$ cat config.mk
export PLATFORM = sky130hd
export DESIGN_NAME = decode_stage
export DESIGN_NICKNAME = d
export VERILOG_FILES = /design/src/decode_pkg.sv /design/src/opcode_table.sv /design/src/operand_collector.sv /design/src/credit_gate.sv /design/src/decode_stage.sv
export SDC_FILE = /design/constraint.sdc
export NUM_CORES = 1
export LEC_CHECK = 0
export BUFFER_PORTS_ARGS = -buffer_cell sky130_fd_sc_hd__buf_2
export CAP_MARGIN = 25
export CORE_MARGIN = 2
export CORE_UTILIZATION = 35
export DETAILED_ROUTE_END_ITERATION = 6
export GPL_TIMING_DRIVEN = 0
export PLACE_DENSITY_LB_ADDON = 0.2
export SYNTH_ARGS = -nofsm -noshare
export SYNTH_HDL_FRONTEND = slang
export SYNTH_SLANG_ARGS = --single-unit
$ cat constraint.sdc
create_clock -name clk -period 4.8 [get_ports clk]
set_input_delay 0 -clock clk [delete_from_list [all_inputs] [get_ports clk]]
set_output_delay 0 -clock clk [all_outputs]
set_load 0.05 [all_outputs]
$ cat src/decode_pkg.sv
`default_nettype none

package decode_pkg;

	//////////////////////////////////////////////////////////////////////
	// widths and flow control
	//////////////////////////////////////////////////////////////////////

	localparam int unsigned byte_w = 8;
	localparam int unsigned pc_w = 16;

	// records the execute stage can buffer
	localparam int unsigned decode_credits = 2;
	localparam int unsigned credit_w = $clog2(decode_credits + 1);

	//////////////////////////////////////////////////////////////////////
	// encodings
	//////////////////////////////////////////////////////////////////////

	typedef enum logic [3:0] {
		am_none  = 4'd0,
		am_accum = 4'd1,
		am_imm   = 4'd2,
		am_abs   = 4'd3,
		am_zp    = 4'd4,
		am_zpx   = 4'd5,
		am_absx  = 4'd6,
		am_impl  = 4'd7,
		am_rel   = 4'd8,
		am_indx  = 4'd9,
		am_indy  = 4'd10,
		am_ind   = 4'd11,
		am_zpy   = 4'd12,
		am_absy  = 4'd13
	} addr_mode_e;

	// value is the byte count
	typedef enum logic [1:0] {
		sz_one   = 2'd1,
		sz_two   = 2'd2,
		sz_three = 2'd3
	} instr_size_e;

	typedef enum logic [1:0] {
		st_opcode = 2'd0,
		st_lo     = 2'd1,
		st_hi     = 2'd2,
		st_hold   = 2'd3
	} collect_state_e;

	//////////////////////////////////////////////////////////////////////
	// records
	//////////////////////////////////////////////////////////////////////

	typedef struct packed {
		logic [byte_w-1:0] data;
		logic [pc_w-1:0]   pc;
	} fetch_byte_t;

	typedef struct packed {
		instr_size_e size;
		addr_mode_e  mode;
		logic        illegal;
	} opcode_info_t;

	// pc of the opcode byte, missing operands are zero
	typedef struct packed {
		logic [pc_w-1:0]   pc;
		addr_mode_e        mode;
		instr_size_e       size;
		logic              illegal;
		logic [byte_w-1:0] operand_lo;
		logic [byte_w-1:0] operand_hi;
	} decoded_instr_t;

endpackage

`default_nettype wire

$ cat src/opcode_table.sv
`timescale 1ns/10ps
`default_nettype none

module opcode_table (
	input  wire logic [decode_pkg::byte_w-1:0] opcode,
	output decode_pkg::opcode_info_t           info
);

	logic [3:0] row;
	logic [3:0] col;
	logic legal;
	decode_pkg::instr_size_e size;
	decode_pkg::addr_mode_e mode;

	assign row = opcode[7:4];
	assign col = opcode[3:0];

	// column first, odd rows are mostly the indexed forms
	always_comb begin
		legal = 1'b1;
		size = decode_pkg::sz_one;
		mode = decode_pkg::am_none;
		case (col)
			4'h0: begin
				if (row[0]) begin
					size = decode_pkg::sz_two;
					mode = decode_pkg::am_rel;
				end else if (row == 4'h2) begin
					size = decode_pkg::sz_three;
					mode = decode_pkg::am_abs;
				end else if (row == 4'h8) begin
					legal = 1'b0;
				end else if (row[3]) begin
					size = decode_pkg::sz_two;
					mode = decode_pkg::am_imm;
				end else begin
					mode = decode_pkg::am_impl;
				end
			end
			4'h1: begin
				size = decode_pkg::sz_two;
				mode = row[0] ? decode_pkg::am_indy : decode_pkg::am_indx;
			end
			4'h2: begin
				legal = (row == 4'ha);
				size = decode_pkg::sz_two;
				mode = decode_pkg::am_imm;
			end
			4'h4: begin
				size = decode_pkg::sz_two;
				case (row)
					4'h2, 4'h8, 4'ha, 4'hc, 4'he: mode = decode_pkg::am_zp;
					4'h9, 4'hb: mode = decode_pkg::am_zpx;
					default: legal = 1'b0;
				endcase
			end
			4'h5: begin
				size = decode_pkg::sz_two;
				mode = row[0] ? decode_pkg::am_zpx : decode_pkg::am_zp;
			end
			4'h6: begin
				size = decode_pkg::sz_two;
				if (row == 4'h9 || row == 4'hb) begin
					mode = decode_pkg::am_zpy;
				end else begin
					mode = row[0] ? decode_pkg::am_zpx : decode_pkg::am_zp;
				end
			end
			4'h8: mode = decode_pkg::am_impl;
			4'h9: begin
				if (row[0]) begin
					size = decode_pkg::sz_three;
					mode = decode_pkg::am_absy;
				end else begin
					legal = (row != 4'h8);
					size = decode_pkg::sz_two;
					mode = decode_pkg::am_imm;
				end
			end
			4'ha: begin
				// shifts on the accumulator, then register transfers
				case (row)
					4'h0, 4'h2, 4'h4, 4'h6: mode = decode_pkg::am_accum;
					4'h8, 4'h9, 4'ha, 4'hb, 4'hc, 4'he: mode = decode_pkg::am_impl;
					default: legal = 1'b0;
				endcase
			end
			4'hc: begin
				size = decode_pkg::sz_three;
				case (row)
					4'h2, 4'h4, 4'h8, 4'ha, 4'hc, 4'he: mode = decode_pkg::am_abs;
					4'h6: mode = decode_pkg::am_ind;
					4'hb: mode = decode_pkg::am_absx;
					default: legal = 1'b0;
				endcase
			end
			4'hd: begin
				size = decode_pkg::sz_three;
				mode = row[0] ? decode_pkg::am_absx : decode_pkg::am_abs;
			end
			4'he: begin
				legal = (row != 4'h9);
				size = decode_pkg::sz_three;
				if (row == 4'hb) begin
					mode = decode_pkg::am_absy;
				end else begin
					mode = row[0] ? decode_pkg::am_absx : decode_pkg::am_abs;
				end
			end
			// columns 3, 7, b and f
			default: legal = 1'b0;
		endcase
	end

	always_comb begin
		info.size = size;
		info.mode = mode;
		info.illegal = ~legal;
		if (!legal) begin
			info.size = decode_pkg::sz_one;
			info.mode = decode_pkg::am_none;
		end
	end

endmodule

`default_nettype wire

$ cat src/operand_collector.sv
`timescale 1ns/10ps
`default_nettype none

module operand_collector (
	input  wire logic                     clk,
	input  wire logic                     rst_n,
	input  wire logic                     in_valid,
	input  wire decode_pkg::fetch_byte_t  in_byte,
	output logic                          in_ready,
	output logic                          rec_valid,
	output decode_pkg::decoded_instr_t    rec,
	input  wire logic                     rec_take
);

	decode_pkg::collect_state_e state;
	decode_pkg::opcode_info_t op_info;
	logic accept;

	opcode_table i_opcode_table (
		.opcode (in_byte.data),
		.info   (op_info)
	);

	assign accept = in_valid && in_ready;

	// stall fetch while a finished record waits for the gate
	assign in_ready = (state != decode_pkg::st_hold);
	assign rec_valid = (state == decode_pkg::st_hold);

	//////////////////////////////////////////////////////////////////////
	// byte sequencing
	//////////////////////////////////////////////////////////////////////

	always_ff @(posedge clk or negedge rst_n) begin
		if (!rst_n) begin
			state <= decode_pkg::st_opcode;
		end else begin
			case (state)
				decode_pkg::st_opcode: begin
					if (accept) begin
						if (op_info.size == decode_pkg::sz_one) begin
							state <= decode_pkg::st_hold;
						end else begin
							state <= decode_pkg::st_lo;
						end
					end
				end
				decode_pkg::st_lo: begin
					if (accept) begin
						if (rec.size == decode_pkg::sz_three) begin
							state <= decode_pkg::st_hi;
						end else begin
							state <= decode_pkg::st_hold;
						end
					end
				end
				decode_pkg::st_hi: begin
					if (accept) begin
						state <= decode_pkg::st_hold;
					end
				end
				default: begin
					if (rec_take) begin
						state <= decode_pkg::st_opcode;
					end
				end
			endcase
		end
	end

	//////////////////////////////////////////////////////////////////////
	// record assembly
	//////////////////////////////////////////////////////////////////////

	always_ff @(posedge clk) begin
		if (accept) begin
			case (state)
				decode_pkg::st_opcode: begin
					rec.pc <= in_byte.pc;
					rec.mode <= op_info.mode;
					rec.size <= op_info.size;
					rec.illegal <= op_info.illegal;
					rec.operand_lo <= '0;
					rec.operand_hi <= '0;
				end
				decode_pkg::st_lo: rec.operand_lo <= in_byte.data;
				decode_pkg::st_hi: rec.operand_hi <= in_byte.data;
				default: ;
			endcase
		end
	end

endmodule

`default_nettype wire

$ cat src/credit_gate.sv
`timescale 1ns/10ps
`default_nettype none

module credit_gate (
	input  wire logic                       clk,
	input  wire logic                       rst_n,
	input  wire logic                       rec_valid,
	input  wire decode_pkg::decoded_instr_t rec,
	output logic                            rec_take,
	input  wire logic                       credit_return,
	output logic                            out_valid,
	output decode_pkg::decoded_instr_t      out_instr
);

	logic [decode_pkg::credit_w-1:0] credit_cnt;

	assign rec_take = rec_valid && (credit_cnt != '0);

	// take and return together cancel out
	always_ff @(posedge clk or negedge rst_n) begin
		if (!rst_n) begin
			credit_cnt <= decode_pkg::decode_credits[decode_pkg::credit_w-1:0];
		end else begin
			case ({rec_take, credit_return})
				2'b10: credit_cnt <= credit_cnt - 1'b1;
				2'b01: credit_cnt <= credit_cnt + 1'b1;
				default: ;
			endcase
		end
	end

	always_ff @(posedge clk or negedge rst_n) begin
		if (!rst_n) begin
			out_valid <= 1'b0;
		end else begin
			out_valid <= rec_take;
		end
	end

	always_ff @(posedge clk) begin
		if (rec_take) begin
			out_instr <= rec;
		end
	end

endmodule

`default_nettype wire

$ cat src/decode_stage.sv
`timescale 1ns/10ps
`default_nettype none

module decode_stage (
	input  wire logic                     clk,
	input  wire logic                     rst_n,
	input  wire logic                     in_valid,
	input  wire decode_pkg::fetch_byte_t  in_byte,
	output logic                          in_ready,
	output logic                          out_valid,
	output decode_pkg::decoded_instr_t    out_instr,
	input  wire logic                     credit_return
);

	// collector to gate handoff
	logic rec_valid;
	logic rec_take;
	decode_pkg::decoded_instr_t rec;

	operand_collector i_operand_collector (
		.clk       (clk),
		.rst_n     (rst_n),
		.in_valid  (in_valid),
		.in_byte   (in_byte),
		.in_ready  (in_ready),
		.rec_valid (rec_valid),
		.rec       (rec),
		.rec_take  (rec_take)
	);

	credit_gate i_credit_gate (
		.clk           (clk),
		.rst_n         (rst_n),
		.rec_valid     (rec_valid),
		.rec           (rec),
		.rec_take      (rec_take),
		.credit_return (credit_return),
		.out_valid     (out_valid),
		.out_instr     (out_instr)
	);

endmodule

`default_nettype wire

### Word level (Yosys, flattened, before mapping)

Cells that the tools add are included.

| cells by class | value |
|---|---|
| $add $sub $neg | 2 |
| $mul | 0 |
| divide/modulo/power cells | 0 |
| $lt $le $gt $ge | 0 |
| equal/unequal tests | 33 |
| shift-type cells | 0 |
| multiplexer cells | 39 |
| bitwise operators | 1 |
| reduce and logical (&&, ||, !) cells | 26 |

Operator list:

| kind | count |
|---|---|
| $eq A4 B4 Y1 const B | 12 |
| $pmux W4 S12 | 1 |
| $pmux W8 S2 | 2 |
| $eq A4 B3 Y1 const B | 5 |
| $mux W2 | 10 |
| $mux W4 | 4 |
| $reduce_or A5 Y1 | 3 |
| $mux W3 | 4 |
| $pmux W3 S2 | 2 |
| $pmux W4 S3 | 1 |
| $reduce_or A6 Y1 | 2 |
| $mux W1 | 10 |
| $reduce_or A10 Y1 | 1 |
| $eq A2 B2 Y1 const B | 4 |
| $eq A4 B2 Y1 const B | 2 |
| $logic_not A4 Y1 | 2 |
| $ne A4 B4 Y1 const B | 2 |
| $pmux W1 S8 | 1 |
| $pmux W2 S4 | 1 |
| $reduce_bool A2 Y1 | 4 |
| $reduce_or A8 Y1 | 1 |
| $reduce_or A7 Y1 | 1 |
| $eq A2 B1 Y1 const B | 3 |
| $mux W6 | 1 |
| 17 further kinds | 22 |

| storage, ports and cells | value |
|---|---|
| flip-flop bits (word level) | 83 |
| latch bits | 0 |
| memory bits (writable) | 0 |
| memory bits (read-only) | 0 |
| memories | 0 |

### Depth between registers and ports, before layout

| depth | value |
|---|---|
| depth in word-level cells | 10 |
| gate-level depth with buffers | 7 |
| mapped depth without buffers | 6 |

### Modules after synthesis

Synthesis repeated with hierarchy kept, for this count alone.

| second synthesis, totals | value |
|---|---|
| cells, all modules | 235 |
| area, all modules | 3514.6 um^2 |

Modules (own cells, without submodules):

| module | instances | cells an instance | area an instance (um^2) | seq. area each (um^2) |
|---|---|---|---|---|
| operand_collector | 1 | 81 | 1507.7 | 1221.2 |
| credit_gate | 1 | 49 | 1298.7 | 1247.4 |
| opcode_table | 1 | 105 | 708.2 | 0.0 |

### Worst setup path before layout

OpenSTA, ideal clock, no wires.

| timing path | value |
|---|---|
| kind | register -> register |
| start point | register i_operand_collector.state[0] |
| end point | register i_operand_collector.rec[16] (netlist name) |
| arrival | 1.682 ns |
| slack | 2.736 ns |
| cell stages (with the launch flop) | 4 |
| buffers on the path | 0 |
| cells stage by stage | dfrtp_1 > ha_1 > inv_1 > and3_1 |

| on the way | value |
|---|---|
| longest elaborated chain between the ends | 3 |

Ends and longest elaborated chain:

| element | line | text |
|---|---|---|
| start: declaration | operand_collector.sv:15 | `decode_pkg::collect_state_e state;` |
| start signal: assignment | operand_collector.sv:36 | `state <= decode_pkg::st_opcode;` |
| start signal: assignment | operand_collector.sv:42 | `state <= decode_pkg::st_hold;` |
| start signal: assignment | operand_collector.sv:44 | `state <= decode_pkg::st_lo;` |
| $ne A2 B2 Y1 | operand_collector.sv:27 | `assign in_ready = (state != decode_pkg::st_hold);` |
| named net in_ready | decode_stage.sv:9 | `output logic in_ready,` |
| $logic_and A1 B1 Y1 | operand_collector.sv:24 | `assign accept = in_valid && in_ready;` |
| $reduce_and A2 Y1 (no line) | - |  |

The timed path passes the listed nets, and every way through them passes these cells.
A chain may end at the register's enable or synchronous reset.

### Final worst setup path

| timing path | value |
|---|---|
| start point | register i_operand_collector.state[1] |
| end point | register i_operand_collector.rec[15] (netlist name) |

| on the way | value |
|---|---|
| longest elaborated chain between the ends | 3 |

Ends and longest elaborated chain:

| element | line | text |
|---|---|---|
| $eq A2 B1 Y1 (tied with other cells) | operand_collector.sv:77 | `case (state)` |
| $reduce_bool A2 Y1 (no line) / $logic_and A1 B1 Y1 (equally long branches) | - |  |
| $reduce_and A2 Y1 (no line) * | - |  |

Mark *: on every way between the ends. The rest lies on a longest branch, timed or not.

==> flow_summary.ini <==
[route]
via_count = 2326
dr.pass1.iters = 4
dr.first_iter.drc_count = 131
post_drt_wl_per_cell_um = 14.8
drc = 0
final_antenna_net_count = 0
drt-total-wl_um = 7200
vias_per_cell = 4.79

[outcome]
status = finished clean

[setup_path]
startpoint = i_operand_collector.state[1]$_DFFE_PN0P_
arrival_ns = 2.00
crit_path_start_kind = register
reg2reg_depth = 5
critPathKind = reg -> reg
path_depth = 5
crit_end = i_operand_collector.rec[15]$_SDFFCE_PN0P_
cpMostUsedCell = nor2_1
slowest_delay_ns = 0.58
worstReg2RegEnd = i_operand_collector.rec[15]$_SDFFCE_PN0P_
worstSetupEndpointType = register
crit_fanout = 10
required_ns = 4.77
slowest_stage = nor2_1
critPathTopFamily = simple AND/OR/NAND/NOR gates
path_buf_inv = 2
cp_cell_sequence = inv_1 -> ha_1 -> clkbuf_1 -> nor2_1 -> nor2_1
r2r-start = i_operand_collector.state[1]$_DFFE_PN0P_
r2r_slack_ns = 2.77

[die]
rows = 36
start_util_pct = 36.0
die_w_um = 104
coreArea_mm2 = 0.00977
die_area_mm2 = 0.0109
die_h_um = 104
ios = 69

[logic_synthesis]
ys_types = 49
yosys-top-cells-area = edfxtp_1, and2_1, dfrtp_1, a21oi_1, o21ai_0
postSynth.asyncResetShare_pct = 6.02
synthFlopType = edfxtp_1
syn-num-nets = 282
avgSynthCellArea_um2 = 14.1
yosysTopAreaCellShare_pct = 66.5
ys_ff_latch = 83
synth_warnings = 0
synth_commonest_cells = edfxtp_1, and2_1, nor2_1, a21oi_1, o21ai_0
synth_edf_count = 78
synthMostInstantiatedCell = edfxtp_1
synthCells = 249
yosysSeqAreaShare_pct = 70.1
post-synth-top-area-cell = edfxtp_1
syn_area_mm2 = 0.00352

[global_route]
grt_pass1_wl_um = 11400
grt_max_degree = 41
globalRouteTotalUtil_pct = 13.4
globalRouteOverflowTotal = 0
grt_pass1_vias = 2307
antenna_found_initial = 0

[placed_design]
dpl_cell_area_mm2 = 0.00403
place_hpwl_um = 4820
io_buffers = 68
dp_cells = 450
gp_congestion = 0.863

[cts]
cts.sinks = 83
htreeDepth = 3
cts_buffers = 9
cts_tree = built
cts_hold_buf = 19
path_clk_slew_ns = 0.08
clockBufferDepth = 2
cts_resized = 0
postCtsSetupBuffers = 0
cts_root_buf = clkbuf_8
clk_latency_ns = 0.35

[timing]
grt_setup_unrepaired = no
slew_headroom_pct = 40.5
finalSetupTns_ns = 0
tightest_slew_ns = 0.891
fin_crit_sh_pct = 42.3
max_freq_mhz = 492
maxSlewViolCount = 0
final_hold_viol_count = 0
fin_crit_ns = 2.03
setup_viol = 0
fin_skew_ns = 0.0120

[cells_and_area]
multi_input_area_um2 = 915
fin_nets = 381
drive_gt1_share_pct = 30.3
synthToLayoutAreaGrowth_pct = 27.4
antenna_cells = 0
stdcell_area_mm2 = 0.00449
final_util_pct = 45.9
regArea_mm2 = 0.00247
instances_no_fill = 486
n_fill_cell = 896

[power]
powerDensity_mw_per_mm2 = 588
p_leak_nw = 1.69
ir_worst_vdd_mv = 0.228

[run]
drv_cap = 0

[hold_path]
min_path_type = in -> async
[routing by layer]
layer	part of all wire [%]	wire, um	vias up	track usage, %
met4	1.3	97	0	5.60
met2	49	3550	91	22.0
met3	6.0	435	10	3.26
met1	43	3110	1102	17.0
met5	0	0	-	0
li1	-	-	1123	-
[worst reg2reg max path: stages (launching register included)]
cell	delay [ns]
dfrtp_1	0.41
inv_1	0.10
ha_1	0.17
clkbuf_1	0.31
nor2_1	0.07
nor2_1	0.58
[per-stage QoR]
stage,power [mW],setup WS (ns),hold WS (ns)
after global routing,2.76,2.62,0.117
after detailed placement,2.05,2.51,-0.176
after global placement,2.04,2.29,-0.179
after floorplan,1.83,2.74,-0.296
after CTS,2.66,2.50,0.107
final,2.64,2.77,0.117
[worst min path at each step]
stage / end / slack, ns / depth (start not counted)
after floorplan: i_credit_gate.credit_cnt[0]$_DFFE_PN0P_ / -0.30 / 0
after global placement: i_credit_gate.out_valid$_DFF_PN0_ / -0.18 / 1
after detailed placement: i_operand_collector.state[0]$_DFFE_PN0P_ / -0.18 / 1
after CTS: i_credit_gate.credit_cnt[1]$_DFFE_PN1P_ / 0.11 / 2
after global routing: i_credit_gate.credit_cnt[1]$_DFFE_PN1P_ / 0.12 / 2
final: i_credit_gate.credit_cnt[1]$_DFFE_PN1P_ / 0.12 / 2
[logic make-up (layout without fill, tap and decap cells)]
family                     Yosys count  after routing  synth area share (%)
AOI/OAI and AO/OA                   58             58                  11.5
xor gates and xnor gates             4              4                 0.995
DFF                                 83             83                  70.1
and+or+nand+nor                     74             74                  11.3
buffers and inverters               24            128                  3.91
muxes                                1              1                 0.320
adders and majority gates            5              5                  1.78
[where the power goes]
| group | leakage [nW] | internal [mW] | total [mW] | switching, mW |
|---|---|---|---|---|
| Sequential | 0.784 | 1.07 | 1.13 | 0.0581 |
| Clock | 0.116 | 0.348 | 0.590 | 0.242 |
| Combinational | 0.787 | 0.220 | 0.916 | 0.697 |
| Total | 1.69 | 1.64 | 2.64 | 0.997 |
[flip-flops by register name, summed over array words and instances (netlist names)]
| signal | cells |
|---|---|
| i_credit_gate.credit_cnt | 2 |
| i_credit_gate.out_instr | 39 |
| i_operand_collector.rec | 39 |
| i_operand_collector.state | 2 |
| i_credit_gate.out_valid | 1 |
[cell type report]
cell class	count	share of cell area [%]
Sequential cell	83	55.0
Buffer	15	2.29
Multi-Input combinational cell	142	20.4
Clock buffer	10	2.85
Clock inverter	6	2.51
Timing Repair Buffer	88	12.4
Inverter	9	0.781
Tap cell	133	3.71
[placed cells by master (no fill, tap or decap), types with 3 or more instances in the layout]
cell type and instances:
inv_1 6, o221ai_1 3, nor2b_1 4, ha_1 5, a21o_1 3, dfrtp_1 4
clkbuf_1 4, dlygate4sd3_1 19, a21oi_1 16, nand3_1 6, edfxtp_1 78, buf_2 72
nand2_1 10, clkbuf_8 9, nand2b_1 9, bufinv_16 3, nor2_1 17, a31oi_1 3
buf_4 5, o21ai_0 14, and2_1 18, buf_6 3
Power figures use the tool's default switching activity.
